$ cat config.mk
export PLATFORM = sky130hd
export DESIGN_NAME = histTop
export DESIGN_NICKNAME = d
export VERILOG_FILES = /design/src/logic/histPkg.sv /design/src/logic/histRam.sv /design/src/logic/histControl.sv /design/src/logic/peakFind.sv /design/src/logic/histTop.sv
export SDC_FILE = /design/constraint.sdc
export NUM_CORES = 1
export LEC_CHECK = 0
export BUFFER_PORTS_ARGS = -buffer_cell sky130_fd_sc_hd__buf_2
export CAP_MARGIN = 20
export CORE_AREA = 2 2 114 116
export DETAILED_ROUTE_END_ITERATION = 8
export DIE_AREA = 0 0 116 118
export GPL_TIMING_DRIVEN = 0
export SLEW_MARGIN = 0
export SYNTH_ARGS = -nofsm -noshare
export SYNTH_HDL_FRONTEND = slang
export SYNTH_SLANG_ARGS = --single-unit
$ cat constraint.sdc
create_clock -name clk -period 4.9 [get_ports clk]
set_input_delay 0.245 -clock clk [delete_from_list [all_inputs] [get_ports clk]]
set_output_delay 0.245 -clock clk [all_outputs]
set_load 0.02 [all_outputs]
$ cat src/logic/histPkg.sv
package histPkg;

    // raw code width from the time-to-digital converter
    localparam int TimeBits = 16;

    // one photon arrival time, msbs first
    typedef logic [TimeBits-1:0] timeCodeT;

    // frame controller states
    typedef enum logic [2:0] {
        Clear,   // zero every bin
        Idle,    // wait for the next event
        Read,    // bin count on its way out of the RAM
        Write,   // incremented count goes back
        Scan,    // read all bins in order
        Drain,   // let the last reads reach peakFind
        Report   // result handshake
    } ctrlStateT;

    // top level defaults
    localparam int DefBinBits   = 4;   // 16 bins
    localparam int DefCountBits = 4;   // counts saturate at 15
    localparam int DefFrameLen  = 16;  // events per frame

endpackage

$ cat src/logic/histRam.sv
`timescale 1ns/1ps

// histogram store, one write port and one read port
module histRam import histPkg::*; #(
    parameter int BinBits   = DefBinBits,
    parameter int CountBits = DefCountBits
) (
    input  logic                 clk,
    input  logic                 wEn,
    input  logic [BinBits-1:0]   wAddr,
    input  logic [CountBits-1:0] wData,
    input  logic                 rEn,
    input  logic [BinBits-1:0]   rAddr,
    output logic [CountBits-1:0] rData
);

    localparam int Bins = 1 << BinBits;

    logic [CountBits-1:0] mem [Bins];

    // write side
    always_ff @(posedge clk) begin
        if (wEn) begin
            mem[wAddr] <= wData;
        end
    end

    // registered read, a write to the same address in the
    // same cycle is not seen until the next read
    always_ff @(posedge clk) begin
        if (rEn) begin
            rData <= mem[rAddr];
        end
    end

    // x or out of range write address
    assert property (@(posedge clk) wEn |-> !$isunknown(wAddr) && (int'(wAddr) < Bins))
        else $error("histRam: bad write address %0h", wAddr);

endmodule

$ cat src/logic/histControl.sv
`timescale 1ns/1ps

module histControl import histPkg::*; #(
    parameter int BinBits   = DefBinBits,
    parameter int CountBits = DefCountBits,
    parameter int FrameLen  = DefFrameLen
) (
    input  logic                 clk,
    input  logic                 res,
    // event handshake
    input  logic                 evReq,
    input  timeCodeT             evData,
    output logic                 evAck,
    // result handshake
    output logic                 resReq,
    input  logic                 resAck,
    // RAM ports
    output logic                 wEn,
    output logic [BinBits-1:0]   wAddr,
    output logic [CountBits-1:0] wData,
    output logic                 rEn,
    output logic [BinBits-1:0]   rAddr,
    input  logic [CountBits-1:0] rData,
    // scan stream to peakFind
    output logic                 scanStart,
    output logic                 scanValid,
    output logic [BinBits-1:0]   scanBin
);

    localparam int Bins   = 1 << BinBits;
    localparam int EvBits = (FrameLen > 1) ? $clog2(FrameLen) : 1;

    localparam logic [BinBits-1:0]   LastBin   = BinBits'(Bins - 1);
    localparam logic [EvBits-1:0]    LastEv    = EvBits'(FrameLen - 1);
    localparam logic [CountBits-1:0] FullCount = '1;

    ctrlStateT            state;
    logic [BinBits-1:0]   binCnt;    // clear and scan address
    logic [EvBits-1:0]    evCnt;     // events taken this frame
    logic [1:0]           drainCnt;
    logic [BinBits-1:0]   evBin;     // bin of the event in flight
    logic                 scanRead;  // rEn belongs to the scan
    logic [CountBits-1:0] bumped;

    // saturating increment of the count coming out of the RAM
    assign bumped = (rData == FullCount) ? rData : rData + 1'b1;

    // zeros while clearing, the new count during Write
    assign wData = (state == Write) ? bumped : '0;

    always_ff @(posedge clk or negedge res) begin
        if (!res) begin
            state     <= Clear;
            binCnt    <= '0;
            evCnt     <= '0;
            drainCnt  <= '0;
            evBin     <= '0;
            evAck     <= 1'b0;
            resReq    <= 1'b0;
            wEn       <= 1'b0;
            wAddr     <= '0;
            rEn       <= 1'b0;
            rAddr     <= '0;
            scanStart <= 1'b0;
            scanRead  <= 1'b0;
        end else begin
            // single cycle strobes
            wEn       <= 1'b0;
            rEn       <= 1'b0;
            scanStart <= 1'b0;
            scanRead  <= 1'b0;

            if (evAck && !evReq) begin
                evAck <= 1'b0;  // source has let go
            end

            case (state)
                Clear: begin
                    wEn    <= 1'b1;
                    wAddr  <= binCnt;
                    binCnt <= binCnt + 1'b1;  // wraps back to zero for the scan
                    evCnt  <= '0;
                    if (binCnt == LastBin) begin
                        state <= Idle;
                    end
                end

                Idle: begin
                    // a held request from the last event is not a new one
                    if (evReq && !evAck) begin
                        evAck <= 1'b1;
                        rEn   <= 1'b1;
                        rAddr <= evData[TimeBits-1 -: BinBits];
                        evBin <= evData[TimeBits-1 -: BinBits];
                        state <= Read;
                    end
                end

                Read: begin
                    // count arrives during Write, wData follows it
                    wEn   <= 1'b1;
                    wAddr <= evBin;
                    state <= Write;
                end

                Write: begin
                    evCnt <= evCnt + 1'b1;
                    if (evCnt == LastEv) begin
                        scanStart <= 1'b1;
                        state     <= Scan;
                    end else begin
                        state <= Idle;
                    end
                end

                Scan: begin
                    rEn      <= 1'b1;
                    rAddr    <= binCnt;
                    scanRead <= 1'b1;
                    binCnt   <= binCnt + 1'b1;
                    if (binCnt == LastBin) begin
                        drainCnt <= '0;
                        state    <= Drain;
                    end
                end

                Drain: begin
                    // RAM stage, then the peakFind register
                    drainCnt <= drainCnt + 1'b1;
                    if (drainCnt == 2'd2) begin
                        resReq <= 1'b1;
                        state  <= Report;
                    end
                end

                Report: begin
                    if (resReq && resAck) begin
                        resReq <= 1'b0;
                    end else if (!resReq && !resAck) begin
                        binCnt <= '0;
                        state  <= Clear;  // next frame starts from an empty RAM
                    end
                end

                default: state <= Clear;
            endcase
        end
    end

    // valid flag lines up with rData one cycle after rEn
    always_ff @(posedge clk or negedge res) begin
        if (!res) begin
            scanValid <= 1'b0;
        end else begin
            scanValid <= scanRead;
        end
    end

    always_ff @(posedge clk) begin
        if (scanRead) begin
            scanBin <= rAddr;
        end
    end

    // ack only answers a request that was up on the previous edge
    assert property (@(posedge clk) disable iff (!res) $rose(evAck) |-> $past(evReq))
        else $error("histControl: evAck rose without evReq");

    // peakFind must hold still while the sink reads the result
    assert property (@(posedge clk) disable iff (!res)
        (state == Report) |-> !scanValid && !scanStart)
        else $error("histControl: scan activity during Report");

    // a write would race the scan reads
    assert property (@(posedge clk) disable iff (!res) (state == Scan) |-> !wEn)
        else $error("histControl: write during Scan");

endmodule

$ cat src/logic/peakFind.sv
`timescale 1ns/1ps

// running max and argmax over the bin stream from the scan
module peakFind import histPkg::*; #(
    parameter int BinBits   = DefBinBits,
    parameter int CountBits = DefCountBits
) (
    input  logic                 clk,
    input  logic                 res,
    input  logic                 scanStart,
    input  logic                 scanValid,
    input  logic [BinBits-1:0]   scanBin,
    input  logic [CountBits-1:0] rData,
    output logic [BinBits-1:0]   peakBin,
    output logic [CountBits-1:0] peakCount
);

    logic newMax;

    // strictly greater, equal counts keep the earlier bin
    assign newMax = scanValid && (rData > peakCount);

    always_ff @(posedge clk or negedge res) begin
        if (!res) begin
            peakBin   <= '0;
            peakCount <= '0;
        end else if (scanStart) begin
            peakBin   <= '0;   // fresh frame
            peakCount <= '0;
        end else if (newMax) begin
            peakBin   <= scanBin;
            peakCount <= rData;
        end
    end

    // the tie rule relies on bins arriving in ascending order
    assert property (@(posedge clk) disable iff (!res)
        scanValid && $past(scanValid) |-> scanBin == $past(scanBin) + 1'b1)
        else $error("peakFind: bins out of order");

    // a scan always opens with scanStart
    assert property (@(posedge clk) disable iff (!res)
        $rose(scanValid) |-> $past(scanStart, 2))
        else $error("peakFind: scan data without scanStart");

endmodule

$ cat src/logic/histTop.sv
`timescale 1ns/1ps

module histTop import histPkg::*; #(
    parameter int BinBits   = DefBinBits,
    parameter int CountBits = DefCountBits,
    parameter int FrameLen  = DefFrameLen
) (
    input  logic                 clk,
    input  logic                 res,
    input  logic                 evReq,
    input  timeCodeT             evData,
    output logic                 evAck,
    output logic                 resReq,
    output logic [BinBits-1:0]   peakBin,
    output logic [CountBits-1:0] peakCount,
    input  logic                 resAck
);

    // RAM side
    logic                 wEn;
    logic [BinBits-1:0]   wAddr;
    logic [CountBits-1:0] wData;
    logic                 rEn;
    logic [BinBits-1:0]   rAddr;
    logic [CountBits-1:0] rData;

    // scan stream
    logic                 scanStart;
    logic                 scanValid;
    logic [BinBits-1:0]   scanBin;

    histControl #(
        .BinBits   (BinBits),
        .CountBits (CountBits),
        .FrameLen  (FrameLen)
    ) control (
        .clk       (clk),
        .res       (res),
        .evReq     (evReq),
        .evData    (evData),
        .evAck     (evAck),
        .resReq    (resReq),
        .resAck    (resAck),
        .wEn       (wEn),
        .wAddr     (wAddr),
        .wData     (wData),
        .rEn       (rEn),
        .rAddr     (rAddr),
        .rData     (rData),
        .scanStart (scanStart),
        .scanValid (scanValid),
        .scanBin   (scanBin)
    );

    histRam #(
        .BinBits   (BinBits),
        .CountBits (CountBits)
    ) ram (
        .clk   (clk),
        .wEn   (wEn),
        .wAddr (wAddr),
        .wData (wData),
        .rEn   (rEn),
        .rAddr (rAddr),
        .rData (rData)
    );

    peakFind #(
        .BinBits   (BinBits),
        .CountBits (CountBits)
    ) peak (
        .clk       (clk),
        .res       (res),
        .scanStart (scanStart),
        .scanValid (scanValid),
        .scanBin   (scanBin),
        .rData     (rData),
        .peakBin   (peakBin),
        .peakCount (peakCount)
    );

endmodule

* Word-level counts from Yosys, hierarchy flattened *
Memories as Yosys holds them, arrays and structs flattened. A register that Yosys moved wholly into a read port is not among the register bits.
Index checks and enable logic that the tools add are counted.

word-level totals
  latch bits = 0
  output and inout bits = 10
  register bits = 44
  memories kept = 1
  RAM bits = 64
  memory bits (read-only) = 0

cells by class
  multiply operators = 0
  equality and inequality tests = 17
  muxes and demuxes = 37
  $lt $le $gt $ge = 1
  divide/modulo/power cells = 0
  shift-type cells = 0
  bitwise gates (word level) = 0
  reductions and logical operators = 25
  add/subtract/negate cells = 4

memory list
  name     depth  bits a word  rd ports  clocked after memory_dff  write ports  line           source
  ram.mem  16     4            1         1                         1            histRam.sv:19  logic [CountBits-1:0] mem [Bins];

operator list
  cell                   count
  $mux W4                9
  $pmux W4 S2            4
  $mux W3                7
  $pmux W3 S7            1
  $reduce_bool A2 Y1     7
  $add A4 B1 Y4 const B  3
  $eq A4 B4 Y1 const B   3
  $mux W1                12
  $ne A2 B1 Y1 const B   6
  $eq A3 B3 Y1 const B   3
  $eq A3 B2 Y1 const B   2
  $reduce_and A2 Y1      3
  $reduce_and A3 Y1      2
  $reduce_and A6 Y1      1
  $logic_and A1 B1 Y1    5
  $gt A4 B4 Y1           1
  $logic_not A1 Y1       4
  $pmux W1 S2            2
  $pmux W2 S2            1
  $reduce_or A2 Y1       2
  $eq A3 B1 Y1 const B   1
  $logic_not A3 Y1       1
  $add A2 B1 Y2 const B  1
  $eq A2 B2 Y1 const B   1
  2 further kinds        2

* Logic depth before layout (Yosys ltp) *
Gate-level depths: netlist of the first run.

  depth after elaboration = 5
  mapped depth = 6
  depth with buffers taken out = 6

* Cells and area by module *
From an unflattened synthesis of the first run, not the netlist that was laid out.

unflattened totals
  cells, all modules = 346
  area total of the unflattened synthesis = 4943.5 µm²

modules (own cells, without submodules)
  module       instances  area each (µm²)  seq. area each (µm²)  cells each
  histRam      1          2706.3           2042.0                130
  histControl  1          1735.4           920.9                 169
  peakFind     1          501.7            200.2                 47

* Least setup slack after synthesis of the first run *
Ideal clock, no wire load.

  kind = reg-to-reg
  start = register control.state[1]
  end = memory ram.mem[0][3] (netlist name) (data pin)
  period minus slack after synthesis = 1.887 ns
  buffers on the path = 1
  setup slack = 3.013 ns
  arrival time = 1.560 ns
  cell stages (with the launch flop) = 5
  library setup time = 0.327 ns
  path through = dfrtp_1 buf_2 nor2b_1 nand2_1 nor3_1

between the ends
  cells in the longest elaborated chain, start to end = 2

ends and longest elaborated chain
  what                    line               source
  start, declared         histControl.sv:37  ctrlStateT state;
  start signal, assigned  histControl.sv:53  state <= Clear;
  start signal, assigned  histControl.sv:84  state <= Idle;
  start signal, assigned  histControl.sv:95  state <= Read;
  $eq A3 B2 Y1            histControl.sv:49  assign wData = (state == Write) ? bumped : '0;
  $mux W4                 histControl.sv:49
  via control.wData[3]    histControl.sv:20  output logic [CountBits-1:0] wData,
  end, declared           histRam.sv:19

The timed path passes the listed nets, and every way through them passes these cells.

* Final worst setup path of the first run *
  start = register control.state[0]
  end = memory ram.mem[4][2] (netlist name) (data pin)

Same word-level chain as after synthesis.

==> reports/metrics.cfg, run 1 <==
[floorplan]
start_util_pct = 39.17
num_rows = 41
die_x_um = 116
coreArea_um2 = 12410
die-area_um2 = 13690
ios = 30
die_y_um = 118

[clock_network]
root_buffer = clkbuf_16
cts_made_buffers = 9
ctsHoldBuffers = 0
ctsHtreeMaxLevel = 3
cts.reportedPaths.clkPinSlew_ns = 0.08
cts.path.max_buffers = 2
clock-sinks = 112
cts_tree = yes
clock_latency_ns = 0.35
cts_resized = 0
cts_setup_buffers = 0

[synthesis]
avgSynthCellArea_um2 = 14.73
synthCells = 330
ys_top_cells_by_area = edfxtp_1 (44%), dfrtp_1 (21%), mux4_1 (8.1%)
yosys.area.top_type = edfxtp_1
yosys_warnings = 0
yosysSeqAreaShare_pct = 65.05
synth_edf_count = 72
syn_nets = 358
ys_types = 44
synth-seq-cells = 112
synth_top_flop_cell = edfxtp_1
synth_top_area_share_pct = 44.47
syn-cell-area_um2 = 4862
ys_async_sr_fraction_pct = 35.71

[power_and_ir_drop]
pwr-share-clk_pct = 26.1
power.share.switching_pct = 31.49
static-leakage-power_uw = 0.002080
p_comb_share_pct = 27.5
seqPwrFrac_pct = 46.5
max-vdd-ir-drop_mv = 0.2461
power_density_nw_per_um2 = 526.4
p_sw_uw = 912.5
p_int_uw = 1985

[route]
ant_nets = 0
dr.pass1.iters = 4
vias_per_cell = 4.987
drc = 0
num_vias = 2678
wl_per_cell_um = 16.54
drt_iter0_drc = 193
drt_wl_total_um = 8884

[min_path]
hp-class = input pin to async pin

[final_layout]
final_design_area_no_fill_um2 = 5504
drive_above_1_share_pct = 15.07
diodes = 0
area_growth_pct = 13.20
finalNetCount = 388

[sta]
slew_violations = 0
hold_violations = 0
fin_skew_ns = 0.008225
setup-violations-final = 0
tns_ns = 0
min_period_ns = 2.321
rsz0062_at_grt = false
worst_pin_slew_ns = 0.9416
max_freq_ghz = 0.4309
slew_headroom_pct = 36.89
period_share_pct = 47.36

[global_routing]
track_usage_pct = 14.36
grt_pass1_vias = 2808
grt.overflow.total = 0
grt_pass1_wl_um = 14630
grt_max_degree = 41
antenna_found_initial = 0

[status]
status = finished clean

[place]
gp_congestion = 0.7746
post_dp_cell_area_um2 = 5172
hpwl_um = 6228
io_buffers = 17

[worst_setup_path]
cp-start-kind = flop
crit_arrival_ns = 2.33
crit_slowest_cell = nor3_2
cp_cell_sequence = clkbuf_1 -> nand2_1 -> nor3_2
cp-end-kind = flop
cp_max_fo = 16
crit_type = flop to flop
max_stage_delay_ns = 0.84
cp.required_ns = 4.91
crit_family = simple AND/OR/NAND/NOR gates
cp_num_buf_inv = 1

[run]
drv_cap = 0

[layout by cell type, fill, tap and decap left out, types with 2 or more instances in the layout]
master,instances
edfxtp_1,72
dfrtp_1,40
nor2_1,24
nand2b_1,22
buf_2,21
nand2_1,17
mux4_1,15
mux2i_1,14
o21ai_0,14
a21oi_1,10
inv_1,9
a22oi_1,9
clkbuf_16,9
nand3_1,8
ha_1,8
clkbuf_1,6
nor3_1,6
nor2b_1,5
mux2_2,5
and2_1,4
a21o_1,4
a22o_1,4
a221o_1,3
clkinv_4,3
nand3b_1,2
nor3_2,2
o21a_1,2
o2bb2ai_1,2
buf_4,2
[sequential cells by signal (all words and copies together), names as in the netlist]
signal	cells
control.binCnt	4
control.wEn	1
control.evCnt	4
control.resReq	1
ram.mem	64
peak.peakBin	4
control.wAddr	4
control.scanValid	1
control.evBin	4
control.scanRead	1
control.drainCnt	2
control.rEn	1
control.scanBin	4
ram.rData	4
control.state	3
control.scanStart	1
control.evAck	1
control.rAddr	4
peak.peakCount	4
[Yosys cell counts, drive strengths merged, types with 6 or more instances]
| master | number |
|---|---|
| nor3 | 9 |
| mux4 | 16 |
| nand2b | 22 |
| a21oi | 11 |
| a22oi | 9 |
| dfrtp | 40 |
| nor2 | 25 |
| mux2i | 14 |
| clkbuf | 6 |
| nand3 | 8 |
| nand2 | 17 |
| ha | 8 |
| edfxtp | 72 |
| buf | 7 |
| inv | 9 |
| o21ai | 14 |
[stage by stage]
step / hold WS, ns / std cells / total power (uW) / util, % / worst slack (ns)
2_1_floorplan: -0.05059 / 330 / 1932 / - / 3.013
3_3_place_gp: 0.4184 / 519 / 2138 / 41.58 / 2.104
3_5_place_dp: 0.4219 / 519 / 2172 / 41.67 / 2.539
4_1_cts: 0.05589 / 535 / 2931 / 44.21 / 2.519
5_1_grt: 0.09752 / 537 / 3065 / 44.34 / 2.325
6_report: 0.02018 / 537 / 2897 / 44.34 / 2.579
[area by class of cell]
class	instances	area, um2
buffer	13	77.57
timing repair buffer	19	100.1
fill	1150	6910
clock buffer	9	225.2
tap	172	215.2
clock inverter	7	91.34
inverter	10	37.54
sequential	112	3163
multi-input combinational	195	1594
[final timing paths]
check                                             start                       endpoint  slack [ns]  cells after the start
max                        control.state[0]$_DFFE_PN0P_        ram.mem[4][2]$_DFFE_PP_        2.58                      3
min                                                 res   control.evBin[0]$_DFFE_PN0P_        0.02                      1
max reg2reg                control.state[0]$_DFFE_PN0P_        ram.mem[4][2]$_DFFE_PP_        2.58                      3
min reg2reg                control.rAddr[1]$_DFFE_PN0P_   control.scanBin[1]$_DFFE_PP_        0.46                      0
max in group asynchronous                           res  peak.peakCount[1]$_DFFE_PN0P_        4.31                      1
min in group clk                                  evReq        control.evAck$_DFF_PN0_        0.13                      2
[power groups by stage]
stage | combinational (uW) | sequential, uW | clock (uW)
final | 796 | 1350 | 755
after global routing | 881 | 1370 | 810
after CTS | 803 | 1350 | 777
after detailed placement | 801 | 1370 | 0
after global placement | 774 | 1360 | 0
after floorplan | 603 | 1330 | 0
[kinds of logic after synthesis]
kind of cell	Yosys count	share of synthesized area, %
simple gates	99	10.60
flops	112	65.05
fa+ha+maj	8	2.059
mux	35	12.61
buf+inv	23	2.367
compound gates	52	7.128
xor+xnor	1	0.1802
[layer usage]
layer	share of wire, %	up-vias	global-route usage [%]
li1	-	1315	-
met1	47	1329	19.12
met2	49	27	23.17
met3	2.5	7	3.450
met4	1.2	0	4.464
met5	0	-	0
Power figures use the tool's default switching activity.
==> run 2, diff against run 1 <==
Clock period 4.9 ns to 2.4 ns, I/O delays scaled along.
==> run 2 against run 1 <==
Compared with the run above: non-clock buffer count increased by 2; clock skew shrank 0.00086 ns; register-to-register slack lost 2.5 ns; sequential share of layout area shrank 0.21 points; first-iteration DRC count is 10% higher; final area up 0.36%; via count increased by 0.97%; wire length grew 0.33%; critical path type unchanged.
==> reports/metrics.cfg, run 2 (synthesized netlist as in run 1, its figures left out) <==
[final_layout]
regArea_um2 = 3163  ; unchanged
area_growth_pct = 13.61  ; was 13.20%
layout_common_cells = edfxtp_1 (72), dfrtp_1 (40), nor2_1 (24)  ; unchanged
multiInputGateArea_um2 = 1594  ; unchanged
utilization_pct = 44.50  ; was 44.34%
drive_above_1_share_pct = 14.99  ; was 15.07%
diodes = 0  ; unchanged
largest_reg_flops = 64  ; unchanged
fillerInstances = 1150  ; unchanged
top_register = ram.mem  ; unchanged
finalNetCount = 390  ; was 388
mostFrequentLayoutCell = edfxtp_1  ; unchanged

[sta]
rsz0062_at_grt = true  ; was false
period_share_pct = 96.95  ; was 47.36%
min_period_ns = 2.327  ; was 2.321 ns
hold_violations = 0  ; unchanged
fin_skew_ns = 0.007363  ; was 0.008225 ns
slew_headroom_pct = 36.01  ; was 36.89%
setup-violations-final = 0  ; unchanged
worst_pin_slew_ns = 0.9546  ; was 0.9416 ns
slew_violations = 0  ; unchanged
max_freq_ghz = 0.4298  ; was 0.4309 GHz
whs_ns = 0.03235  ; was 0.02018 ns

[clock_network]
cts_tree = yes  ; unchanged
cts_made_buffers = 9  ; unchanged
cts.reportedPaths.clkPinSlew_ns = 0.08  ; about the same
cts_setup_buffers = 0  ; unchanged
clock-sinks = 112  ; unchanged
ctsHtreeMaxLevel = 3  ; unchanged
cts_resized = 0  ; unchanged
cts.path.max_buffers = 2  ; unchanged
root_buffer = clkbuf_16  ; unchanged
clock_latency_ns = 0.35  ; about the same

[worst_setup_path]
crit_arrival_ns = 2.34  ; was 2.33 ns
ff2ff_path_depth = 3  ; unchanged
max_stage_delay_ns = 0.84  ; about the same
crit_slowest_cell = nor3_2  ; unchanged
cp_cell_sequence = clkbuf_1 -> nand2_1 -> nor3_2  ; unchanged
cp.depth = 3  ; unchanged
crit_family = simple AND/OR/NAND/NOR gates  ; unchanged
cp_max_fo = 16  ; unchanged
cp.required_ns = 2.41  ; was 4.91 ns
cp_num_buf_inv = 1  ; unchanged
crit_type = flop to flop  ; unchanged
cp-end-kind = flop  ; unchanged
cp-start-kind = flop  ; unchanged

[run]
drv_cap = 0  ; unchanged

[route]
num_vias = 2704  ; was 2678
ant_nets = 0  ; unchanged
wl_per_cell_um = 16.54  ; about the same
vias_per_cell = 5.017  ; was 4.987
drt_wl_total_um = 8913  ; was 8884 um
dr.pass1.iters = 4  ; unchanged
drt_iter0_drc = 213  ; was 193
drc = 0  ; unchanged

[power_and_ir_drop]
pwr-share-clk_pct = 26.0  ; was 26.1%
p_comb_share_pct = 27.5  ; about the same
static-leakage-power_uw = 0.002088  ; was 0.002080 uW
power.share.switching_pct = 31.51  ; was 31.49%
power_density_nw_per_um2 = 1072  ; was 526.4 nW/um2
seqPwrFrac_pct = 46.5  ; about the same
p_int_uw = 4054  ; was 1985 uW
max-vdd-ir-drop_mv = 0.5014  ; was 0.2461 mV
p_sw_uw = 1865  ; was 912.5 uW
p_total_uw = 5920  ; was 2897 uW

[global_routing]
grt_pass1_vias = 2811  ; was 2808
grt_pass1_wl_um = 14630  ; unchanged
antenna_found_initial = 0  ; unchanged
grt_max_degree = 41  ; unchanged
grt.overflow.total = 0  ; unchanged
track_usage_pct = 14.35  ; was 14.36%

[floorplan]
die_y_um = 118  ; unchanged
die_x_um = 116  ; unchanged
die-area_um2 = 13690  ; unchanged
ios = 30  ; unchanged
coreArea_um2 = 12410  ; unchanged
start_util_pct = 39.17  ; unchanged
num_rows = 41  ; unchanged

[place]
hpwl_um = 6228  ; unchanged
io_buffers = 17  ; unchanged
gp_congestion = 0.7746  ; unchanged

[min_path]
min_delay_path_depth = 2
hp-class = input pin to flop  ; was input pin to async pin

[status]
status = finished clean  ; unchanged

## run 2: cell count changes in the layout (fill, tap and decap cells not counted), sizes merged
cell,previous run,this run
dlygate4sd3,0,2
## run 2: repair_timing
| item | CTS | global route |
|---|---|---|
| hold endpoints to repair | 41 | 0 |
| hold buffers | 2 | 0 |
| setup endpoints to repair | 0 | 32 |
## run 2: worst paths after layout
path / start / end / slack (ns)
worst min-delay path: evData[14] / control.evBin[2]$_DFFE_PN0P_ / 0.03
min in group asynchronous: res / control.evBin[0]$_DFFE_PN0P_ / 0.43
worst max-delay path: control.state[0]$_DFFE_PN0P_ / ram.mem[4][2]$_DFFE_PP_ / 0.07
max in group asynchronous: res / peak.peakCount[1]$_DFFE_PN0P_ / 1.41
worst max register to register: control.state[0]$_DFFE_PN0P_ / ram.mem[4][2]$_DFFE_PP_ / 0.07
worst min register to register: control.rAddr[1]$_DFFE_PN0P_ / control.scanBin[1]$_DFFE_PP_ / 0.46
## run 2: per-stage QoR
stage | area, um2 | TNS (ns) | setup slack (ns) | cells
after CTS | 5509 | 0 | 0.01928 | 537
final | 5524 | 0 | 0.07321 | 539
after detailed placement | 5172 | 0 | 0.03881 | 519
after global routing | 5524 | -5.468 | -0.1754 | 539
after floorplan | 4862 | 0 | 0.5132 | 330
after global placement | 5162 | -12.58 | -0.3962 | 519
## run 2: final cells by class
cell class,count,area share [%]
clock buffers,9,4.077
flip-flops and latches,112,57.26
well taps,172,3.896
clock inverters,7,1.653
plain buffers,13,1.404
repair buffers,21,2.174
multi-input cells,195,28.86
inverters,10,0.6795
## run 2: power by group through the flow
stage / clock, uW / sequential [uW] / combinational, uW
after global routing: 1650 / 2800 / 1800
after detailed placement: 0 / 2800 / 1630
final: 1540 / 2750 / 1630
after global placement: 0 / 2780 / 1580
after floorplan: 0 / 2710 / 1230
after CTS: 1590 / 2760 / 1640
## run 2: layer usage
metal	vias up	share of wire, %	GRT usage [%]
met5	-	0	0
met3	8	2.2	3.450
met2	29	49	23.17
met4	0	1.4	4.464
li1	1320	-	-
met1	1347	47	19.10
## run 2: worst reg2reg max path, cell delays in order, from the launching register on
cell      delay [ns]
dfrtp_1         0.46
clkbuf_1        0.40
nand2_1         0.28
nor3_2          0.85
